<file path="src/include/wbuf_macros.svh">
// write buffer sizing macros shared by the package, the RTL and the testbench

`ifndef WBUF_MACROS_SVH
`define WBUF_MACROS_SVH

////////////////////////////////////////////////////////////
// buffer geometry
////////////////////////////////////////////////////////////

// number of word entries held in the buffer
`define WBUF_DEPTH 8

// number of transfer IDs that can be outstanding at once
`define WBUF_MAX_TX 4

////////////////////////////////////////////////////////////
// bus geometry
////////////////////////////////////////////////////////////

// physical address width
`define WBUF_PLEN 32

// bytes per buffered word, one byte enable each
`define WBUF_WORD_BYTES 8

`endif

</file>
<file path="src/wbuf_pkg.sv">
// write buffer types plus the size, byte enable and replication helpers
`default_nettype none

`include "wbuf_macros.svh"

package wbuf_pkg;

  // byte offset width inside a word
  localparam int OffW = $clog2(`WBUF_WORD_BYTES);

  typedef logic [`WBUF_PLEN-1:0]              paddr_t;
  typedef logic [`WBUF_PLEN-OffW-1:0]         wtag_t;
  typedef logic [`WBUF_WORD_BYTES*8-1:0]      data_t;
  typedef logic [`WBUF_WORD_BYTES-1:0]        be_t;
  typedef logic [OffW-1:0]                    off_t;
  typedef logic [$clog2(`WBUF_DEPTH)-1:0]     ptr_t;
  typedef logic [$clog2(`WBUF_MAX_TX)-1:0]    txid_t;

  // one buffered word with per-byte valid/dirty/txblock state
  typedef struct packed {
    wtag_t wtag;
    data_t data;
    be_t   valid;
    be_t   dirty;
    be_t   txblock;
  } entry_t;

  // one in-flight transfer
  typedef struct packed {
    logic vld;
    ptr_t ptr;
    be_t  be;
  } tx_stat_t;

  // transfer size code
  typedef enum logic [1:0] {
    SIZE_B = 2'd0,
    SIZE_H = 2'd1,
    SIZE_W = 2'd2,
    SIZE_D = 2'd3
  } size_t;

  // offset of the lowest set byte, 0 for an empty mask
  function automatic off_t low_off(input be_t be);
    off_t off;
    off = '0;
    for (int k = `WBUF_WORD_BYTES - 1; k >= 0; k--) begin
      if (be[k]) begin
        off = off_t'(k);
      end
    end
    return off;
  endfunction

  // byte enables covered by a transfer of this size at this offset
  function automatic be_t to_be(input off_t off, input size_t size);
    logic [15:0] mask;
    mask = (16'd1 << (5'd1 << size)) - 16'd1;
    mask = mask << off;
    return mask[`WBUF_WORD_BYTES-1:0];
  endfunction

  // largest aligned size starting at the lowest set byte
  // every byte of the chunk has to be set in the mask
  function automatic size_t to_size(input be_t be);
    off_t  off;
    be_t   mask;
    size_t size;
    off  = low_off(be);
    size = SIZE_B;
    // an aligned chunk that fits implies all smaller ones fit too
    for (int s = 1; s < 4; s++) begin
      mask = to_be(off, size_t'(s));
      if ((int'(off) % (1 << s)) == 0 && (be & mask) == mask) begin
        size = size_t'(s);
      end
    end
    return size;
  endfunction

  // copy the chunk at the offset into every lane of the bus
  function automatic data_t rep_data(input data_t data, input off_t off, input size_t size);
    data_t rep;
    case (size)
      SIZE_B:  rep = {8{data[off*8 +: 8]}};
      SIZE_H:  rep = {4{data[off*8 +: 16]}};
      SIZE_W:  rep = {2{data[off*8 +: 32]}};
      default: rep = data;
    endcase
    return rep;
  endfunction

endpackage

`default_nettype wire

</file>
<file path="src/wbuf_store.sv">
// coalescing entry storage with per-byte valid, dirty and txblock state
`timescale 1ns/1ps
`default_nettype none

`include "wbuf_macros.svh"

module wbuf_store import wbuf_pkg::*; (
  input  wire logic                      clk_i,
  input  wire logic                      rst_ni,
  // core write port
  input  wire logic                      data_req_i,
  input  wire paddr_t                    addr_i,
  input  wire data_t                     wdata_i,
  input  wire be_t                       be_i,
  output logic                           data_gnt_o,
  // transfer issued to memory
  input  wire logic                      issue_i,
  input  wire ptr_t                      issue_ptr_i,
  input  wire be_t                       issue_be_i,
  // transfer retired by a response
  input  wire logic                      evict_i,
  input  wire ptr_t                      evict_ptr_i,
  input  wire be_t                       evict_be_i,
  // registered state towards the issue stage
  output entry_t [`WBUF_DEPTH-1:0]       entries_o,
  output logic   [`WBUF_DEPTH-1:0]       dirty_o,
  output logic                           empty_o
);

  // byte state, cleared on reset
  be_t   [`WBUF_DEPTH-1:0] valid_q, valid_d;
  be_t   [`WBUF_DEPTH-1:0] dirty_q, dirty_d;
  be_t   [`WBUF_DEPTH-1:0] txblk_q, txblk_d;
  // word payload
  wtag_t [`WBUF_DEPTH-1:0] wtag_q;
  data_t [`WBUF_DEPTH-1:0] data_q;

  logic  [`WBUF_DEPTH-1:0] valid;
  logic  [`WBUF_DEPTH-1:0] hit;
  ptr_t                    hit_ptr;
  ptr_t                    free_ptr;
  ptr_t                    wr_ptr;
  wtag_t                   req_wtag;
  logic                    full;
  logic                    wr_en;

  ////////////////////////////////////////////////////////////
  // per entry flags
  ////////////////////////////////////////////////////////////

  assign req_wtag = addr_i[`WBUF_PLEN-1:OffW];

  for (genvar k = 0; k < `WBUF_DEPTH; k++) begin : gen_flags
    assign valid[k] = |valid_q[k];
    assign hit[k]   = valid[k] && (wtag_q[k] == req_wtag);
    // a word with bytes in flight waits for its response,
    // two transfers to one word could pass each other in memory
    assign dirty_o[k] = !(|txblk_q[k]) && |(valid_q[k] & dirty_q[k]);
    assign entries_o[k] = entry_t'{
      wtag:    wtag_q[k],
      data:    data_q[k],
      valid:   valid_q[k],
      dirty:   dirty_q[k],
      txblock: txblk_q[k]
    };
  end

  // lowest matching and lowest free entry
  always_comb begin : p_ptr
    hit_ptr  = '0;
    free_ptr = '0;
    for (int k = `WBUF_DEPTH - 1; k >= 0; k--) begin
      if (hit[k]) begin
        hit_ptr = ptr_t'(k);
      end
      if (!valid[k]) begin
        free_ptr = ptr_t'(k);
      end
    end
  end

  assign full       = &valid;
  assign wr_ptr     = (|hit) ? hit_ptr : free_ptr;
  // merge into a hit, otherwise need a free slot
  assign data_gnt_o = data_req_i && ((|hit) || !full);
  assign wr_en      = data_gnt_o;
  assign empty_o    = !(|valid);

  ////////////////////////////////////////////////////////////
  // byte state update
  ////////////////////////////////////////////////////////////

  always_comb begin : p_state
    valid_d = valid_q;
    dirty_d = dirty_q;
    txblk_d = txblk_q;

    // response back, unblock the bytes
    // clean ones leave, rewritten ones stay for another transfer
    if (evict_i) begin
      for (int k = 0; k < `WBUF_WORD_BYTES; k++) begin
        if (evict_be_i[k]) begin
          txblk_d[evict_ptr_i][k] = 1'b0;
          if (!dirty_q[evict_ptr_i][k]) begin
            valid_d[evict_ptr_i][k] = 1'b0;
          end
        end
      end
    end

    // bytes handed to memory
    if (issue_i) begin
      for (int k = 0; k < `WBUF_WORD_BYTES; k++) begin
        if (issue_be_i[k]) begin
          dirty_d[issue_ptr_i][k] = 1'b0;
          txblk_d[issue_ptr_i][k] = 1'b1;
        end
      end
    end

    // new write last, so a byte in flight goes back to dirty
    if (wr_en) begin
      for (int k = 0; k < `WBUF_WORD_BYTES; k++) begin
        if (be_i[k]) begin
          valid_d[wr_ptr][k] = 1'b1;
          dirty_d[wr_ptr][k] = 1'b1;
        end
      end
    end
  end

  always_ff @(posedge clk_i or negedge rst_ni) begin : p_state_regs
    if (!rst_ni) begin
      valid_q <= '0;
      dirty_q <= '0;
      txblk_q <= '0;
    end else begin
      valid_q <= valid_d;
      dirty_q <= dirty_d;
      txblk_q <= txblk_d;
    end
  end

  // payload, only enabled bytes are replaced
  always_ff @(posedge clk_i) begin : p_payload
    if (wr_en) begin
      wtag_q[wr_ptr] <= req_wtag;
      for (int k = 0; k < `WBUF_WORD_BYTES; k++) begin
        if (be_i[k]) begin
          data_q[wr_ptr][k*8 +: 8] <= wdata_i[k*8 +: 8];
        end
      end
    end
  end

endmodule

`default_nettype wire

</file>
<file path="config.mk">
export PLATFORM = sky130hd
export DESIGN_NAME = wbuf_store
export DESIGN_NICKNAME = d
export VERILOG_FILES = /design/src/wbuf_pkg.sv /design/src/wbuf_store.sv
export VERILOG_INCLUDE_DIRS = /design/src /design/src/include
export SDC_FILE = /design/constraint.sdc
export NUM_CORES = 1
export LEC_CHECK = 0
export BUFFER_PORTS_ARGS = -buffer_cell sky130_fd_sc_hd__buf_2
export CELL_PAD_IN_SITES_DETAIL_PLACEMENT = 1
export CELL_PAD_IN_SITES_GLOBAL_PLACEMENT = 2
export CORE_AREA = 2 2 414 416
export DETAILED_ROUTE_END_ITERATION = 7
export DIE_AREA = 0 0 416 418
export GPL_TIMING_DRIVEN = 0
export PLACE_DENSITY_LB_ADDON = 0.1
export SKIP_CTS_REPAIR_TIMING = 1
export SLEW_MARGIN = 20
export SYNTH_ARGS = -nofsm -noshare
export SYNTH_HDL_FRONTEND = slang
export SYNTH_SLANG_ARGS = --single-unit
</file>
<file path="constraint.sdc">
create_clock -name clk_i -period 15.79 [get_ports clk_i]
set_clock_uncertainty 0.1 [all_clocks]
set_input_delay 4.737 -clock clk_i [delete_from_list [all_inputs] [get_ports clk_i]]
set_output_delay 4.737 -clock clk_i [all_outputs]
set_load 0.02 [all_outputs]
</file>
# Word level (Yosys, flattened, before mapping)
# Cells that the tools add are included.
dict set report totals {
  ff_bits 936
  out_inout_bits 946
  word_cells 397
  input_bits 131
}
dict set report op_classes {
  n_reduce_logical 58
  n_mux 213
  eq_ne 8
  bitwise_logic 72
  order_cmp 6
}
# op count
set op_table {}
lappend op_table {{two-way mux 512 bit} 15}
lappend op_table {{two-way mux 64 bit} 105}
lappend op_table {{bitwise mux 512 bit} 8}
lappend op_table {{bitwise AND 64 bit} 24}
lappend op_table {{demux 64 bit (select 3 bit)} 8}
lappend op_table {{OR 64 bit} 24}
lappend op_table {{NOT 64 bit} 16}
lappend op_table {{demux 8 bit (select 3 bit)} 24}
lappend op_table {{bitwise mux 232 bit} 1}
lappend op_table {{equality test 29 bit} 8}
lappend op_table {{OR reduction 8 bit} 25}
lappend op_table {{demux 29 bit (select 3 bit)} 1}
lappend op_table {{bitwise AND 8 bit} 8}
lappend op_table {{OR reduction 64 bit} 1}
lappend op_table {{two-way mux 3 bit} 20}
lappend op_table {{two-way mux 56 bit} 1}
lappend op_table {{two-way mux 48 bit} 1}
lappend op_table {{two-way mux 40 bit} 1}
lappend op_table {{two-way mux 8 bit} 5}
lappend op_table {{two-way mux 32 bit} 1}
lappend op_table {{two-way mux 29 bit} 1}
lappend op_table {{binary-select mux 8 bit (select 3 bit)} 1}
lappend op_table {{two-way mux 24 bit} 1}
lappend op_table {{two-way mux 7 bit} 3}
lappend op_table {{other kinds (12)} 54}

# Depth between registers and ports, before layout
dict set report depth {
  depth_word 61
  depth_mapped 12
  mapped_depth_nobuf 8
}

# Worst setup path before layout
# OpenSTA, ideal clock, no wires.
dict set report synth_timing {
  path_kind {input-to-output}
  startpoint {input addr_i[13]}
  endpoint {output data_gnt_o}
  path_buffers 2
  setup_slack_ns 4.290
  t_required_ns 10.953
  path_stages 8
  arrival_time_ns 6.663
  cell_sequence {clkbuf_1 > xor2_1 > nor4_1 > nand4_1 > nor4_2 > nor4b_2 > a31oi_1 > clkbuf_1}
}
dict set report synth_via {
  elab_chain_cells 5
  word_cells_on_any_way 19
  classes_between {eq/ne (8); reduce/logical (11)}
}
# element line
set synth_rtl {}
lappend synth_rtl {{start, declared} wbuf_store.sv:12} ;# input wire paddr_t addr_i,
lappend synth_rtl {{equality test 29 bit} wbuf_store.sv:55} ;# assign hit[k] = valid[k] && (wtag_q[k] == req_wtag);
lappend synth_rtl {{logical AND 1 bit} wbuf_store.sv:55}
lappend synth_rtl {{OR reduction 8 bit *} wbuf_store.sv:85} ;# assign data_gnt_o = data_req_i && ((|hit) || !full);
lappend synth_rtl {{logical OR 1 bit *} wbuf_store.sv:85}
lappend synth_rtl {{logical AND 1 bit *} wbuf_store.sv:85}
lappend synth_rtl {{end, declared} wbuf_store.sv:15} ;# output logic data_gnt_o,
# Every way passes the cells marked *; elsewhere a longest branch is shown, timed or not.

# Final worst setup path
dict set report layout_timing {
  startpoint {input addr_i[4]}
  endpoint {output data_gnt_o}
}
# Same word-level chain as after synthesis.

==> results by group <==
Run status
  • Status: complete, no violations

Pwr
  • Sw Ratio: 0.431
  • Combinational power share: 0.336
  • P per Cell Area: roughly 200 nW/um^2
  • Leakage power: 18.2 nW
  • Sequential share of power: 0.384
  • Switch Pwr: a little over 0.004 W
  • Int Power: about 0.0055 W
  • Clk pwr share: 0.281
  • Max IR drop VDD: roughly 0.11 mV

Global route
  • Antenna violations before repair: 18
  • GRT overflow: 0
  • Vias in the first global route: 27300
  • First-pass GRT wire length: 269 mm
  • All-Layer GR Usage: 0.229
  • Largest net degree at the start of global routing: 91

Detailed routing
  • # DRC: 0
  • Wirelength per Cell: 35.5 um
  • TritonRoute pass-1 iters: 6
  • Vias: between 20000 and 30000
  • Vias/cell: 4.47
  • Antenna-violating nets left: 0
  • DRT Wirelength: 205 mm
  • DR iter-0 viols: 1935

Yosys
  • Synthesized flop and latch total: 936
  • Count of cell types in the netlist: 50
  • Cells after Synth: 2196
  • Count leader, synth: edfxtp_1
  • Synth top area share: 0.647
  • Main flop type after synthesis: edfxtp_1
  • Synthesized Nets: roughly 2300
  • Sequential area share after synthesis: 0.786
  • Syn_area_per_cell: ~16 um^2
  • EDFF count, synth: 744
  • Post-synth top area cell: edfxtp_1
  • Top post-synthesis cells by count: 744 x edfxtp_1, 263 x o21ai_0, 193 x xor2_1
  • Mapped Area: around 35000 um^2
  • Area contributors post-synth: edfxtp_1 65%, dfrtp_1 14%, xor2_1 4.9%
  • Synth warn: 0
  • Share of flip-flops with an asynchronous set or reset: 0.205

Critical path
  • WP data required: roughly 11 ns
  • CP Launch Type: input port
  • Crit end category: output port
  • Crit path DAT: about 9.0 ns
  • CP max FO: 10
  • Setup CP Type: in2out

Clock tree
  • Clk buf depth: 3
  • Root Driver: clkbuf_16
  • CTS tree: yes
  • H-tree depth: 3
  • CTS Buf Count: 115
  • Worst-path clk slew: around 0.060 ns
  • Clk sinks: roughly 940
  • Clk Latency, worst-skew pair: between 0.7 and 0.8 ns

Timing
  • Unrepaired setup endpoints after global routing: no
  • Setup Viol. Count Final: 0
  • Fin crit share: 0.874
  • Slew headroom: 0.220
  • Fin. Hold Viols: 0
  • Fin crit period: roughly 14 ns
  • Slew Viols, Final: 0
  • WHS: 0.443 ns
  • Worst slew pin tran: roughly 1.2 ns
  • Fmax: just over 70 MHz
  • Fin Setup TNS: 0 ns

Placement
  • Placed instance area: approximately 43000 um^2
  • Final RePlAce weighted congestion: 0.916
  • Port bufs: about 1100
  • DP HPWL: 166 mm
  • Placed cell count: roughly 5500

Layout
  • Design Area, Final: roughly 47000 um^2
  • Ratio of cells with drive above 1 in the final layout: 0.396
  • Nets: 3578
  • # fillers: approximately 18000
  • Synthesis-to-finish area growth: 37.0%
  • Fin cells: between 5000 and 6000
  • Max FFs per register: around 940

Floorplanning
  • Die width: roughly 420 um
  • Core Box Area: about 170000 um^2
  • Die Ht: 418 um
  • # IOs: roughly 1100
  • Die ar.: approximately 170000 um^2
  • Cell Rows: about 150
  • Starting Density: 0.204

Run
  • Max Cap Violations: 0

Worst hold path
  • Hold Crit Class: reg2reg
## worst max-delay path, cell delays in order
cell and delay (ns):
buf_2 0.24, clkbuf_1 0.63, xor2_1 0.38, nor4_2 0.61, nand4_1 0.29, nor4_2 0.54
nor4b_2 0.18, a31oi_1 0.23, clkbuf_1 0.76, buf_2 0.34
## cell usage in the layout (no fill, tap or decap), types with 40 or more instances in the layout
master,instances
buf_2,1103
buf_4,51
clkbuf_1,72
clkbuf_16,115
dfrtp_1,192
edfxtp_1,744
nand2_1,166
nor2_1,89
nor3_1,40
nor4_1,66
o21ai_0,262
o31ai_1,48
xor2_1,193
## power by group through the flow
| stage | logic [W] | registers, W | clock network (W) |
|---|---|---|---|
| after floorplan | 0.000951 | 0.00402 | 0 |
| after global placement | 0.00314 | 0.00377 | 0 |
| after detailed placement | 0.00331 | 0.00374 | 0 |
| after CTS | 0.00333 | 0.00370 | 0.00277 |
| after global routing | 0.00344 | 0.00373 | 0.00285 |
| final | 0.00323 | 0.00370 | 0.00270 |
## cell families (layout without fill, tap and decap cells)
group                  after synthesis  in the layout  synth area share
flip-flops                         936            936             0.786
AND/OR/NAND/NOR                    502            502            0.0700
AO/OA/AOI/OAI                      408            408            0.0696
XOR/XNOR                           232            232            0.0588
buffers and inverters              110           1461            0.0132
multiplexers                         8              8           0.00279
other                                0              7                 0
## area by class of cell
type | instances | area [um^2] | share of cell area
Timing Repair Buffer | 1134 | 5930 | 0.125
Clock buffer | 132 | 2940 | 0.0621
Inverter | 4 | 15.0 | 0.000317
Multi-Input combinational cell | 1150 | 7180 | 0.152
Tap cell | 2218 | 2780 | 0.0586
Clock inverter | 85 | 892 | 0.0188
Buffer | 106 | 453 | 0.00957
Sequential cell | 936 | 27100 | 0.573
Antenna cell | 7 | 17.5 | 0.000370
## routing by layer
metal	routed length, um	part of all wire	vias to the layer above	GRT usage
met4	6460	0.032	8	0.0687
li1	-	-	10800	-
met1	77400	0.38	13700	0.258
met2	109000	0.53	1060	0.424
met5	51	0.00025	-	0
met3	12500	0.061	236	0.0549
## stage by stage
stage	util	power, W	worst slack (ns)
after detailed placement	0.257	0.00706	1.81
after CTS	0.280	0.00979	1.81
after global placement	0.252	0.00691	-0.971
final	0.280	0.00963	1.98
after global routing	0.280	0.0100	1.80
after floorplan	-	0.00497	4.29
## worst paths after layout
check | startpoint | endpoint | slack, ns | cells past startpoint
max in group asynchronous | rst_ni | entries_o[712] | 11.15 | 2
min in group asynchronous | rst_ni | entries_o[591] | 3.69 | 1
worst min register to register | entries_o[823] | entries_o[823] | 0.44 | 2
worst max-delay path | addr_i[4] | data_gnt_o | 1.98 | 10
worst min-delay path | entries_o[823] | entries_o[823] | 0.44 | 2
worst max register to register | entries_o[584] | entries_o[319] | 9.42 | 10
Note: power is estimated with default switching activity, not from simulation.
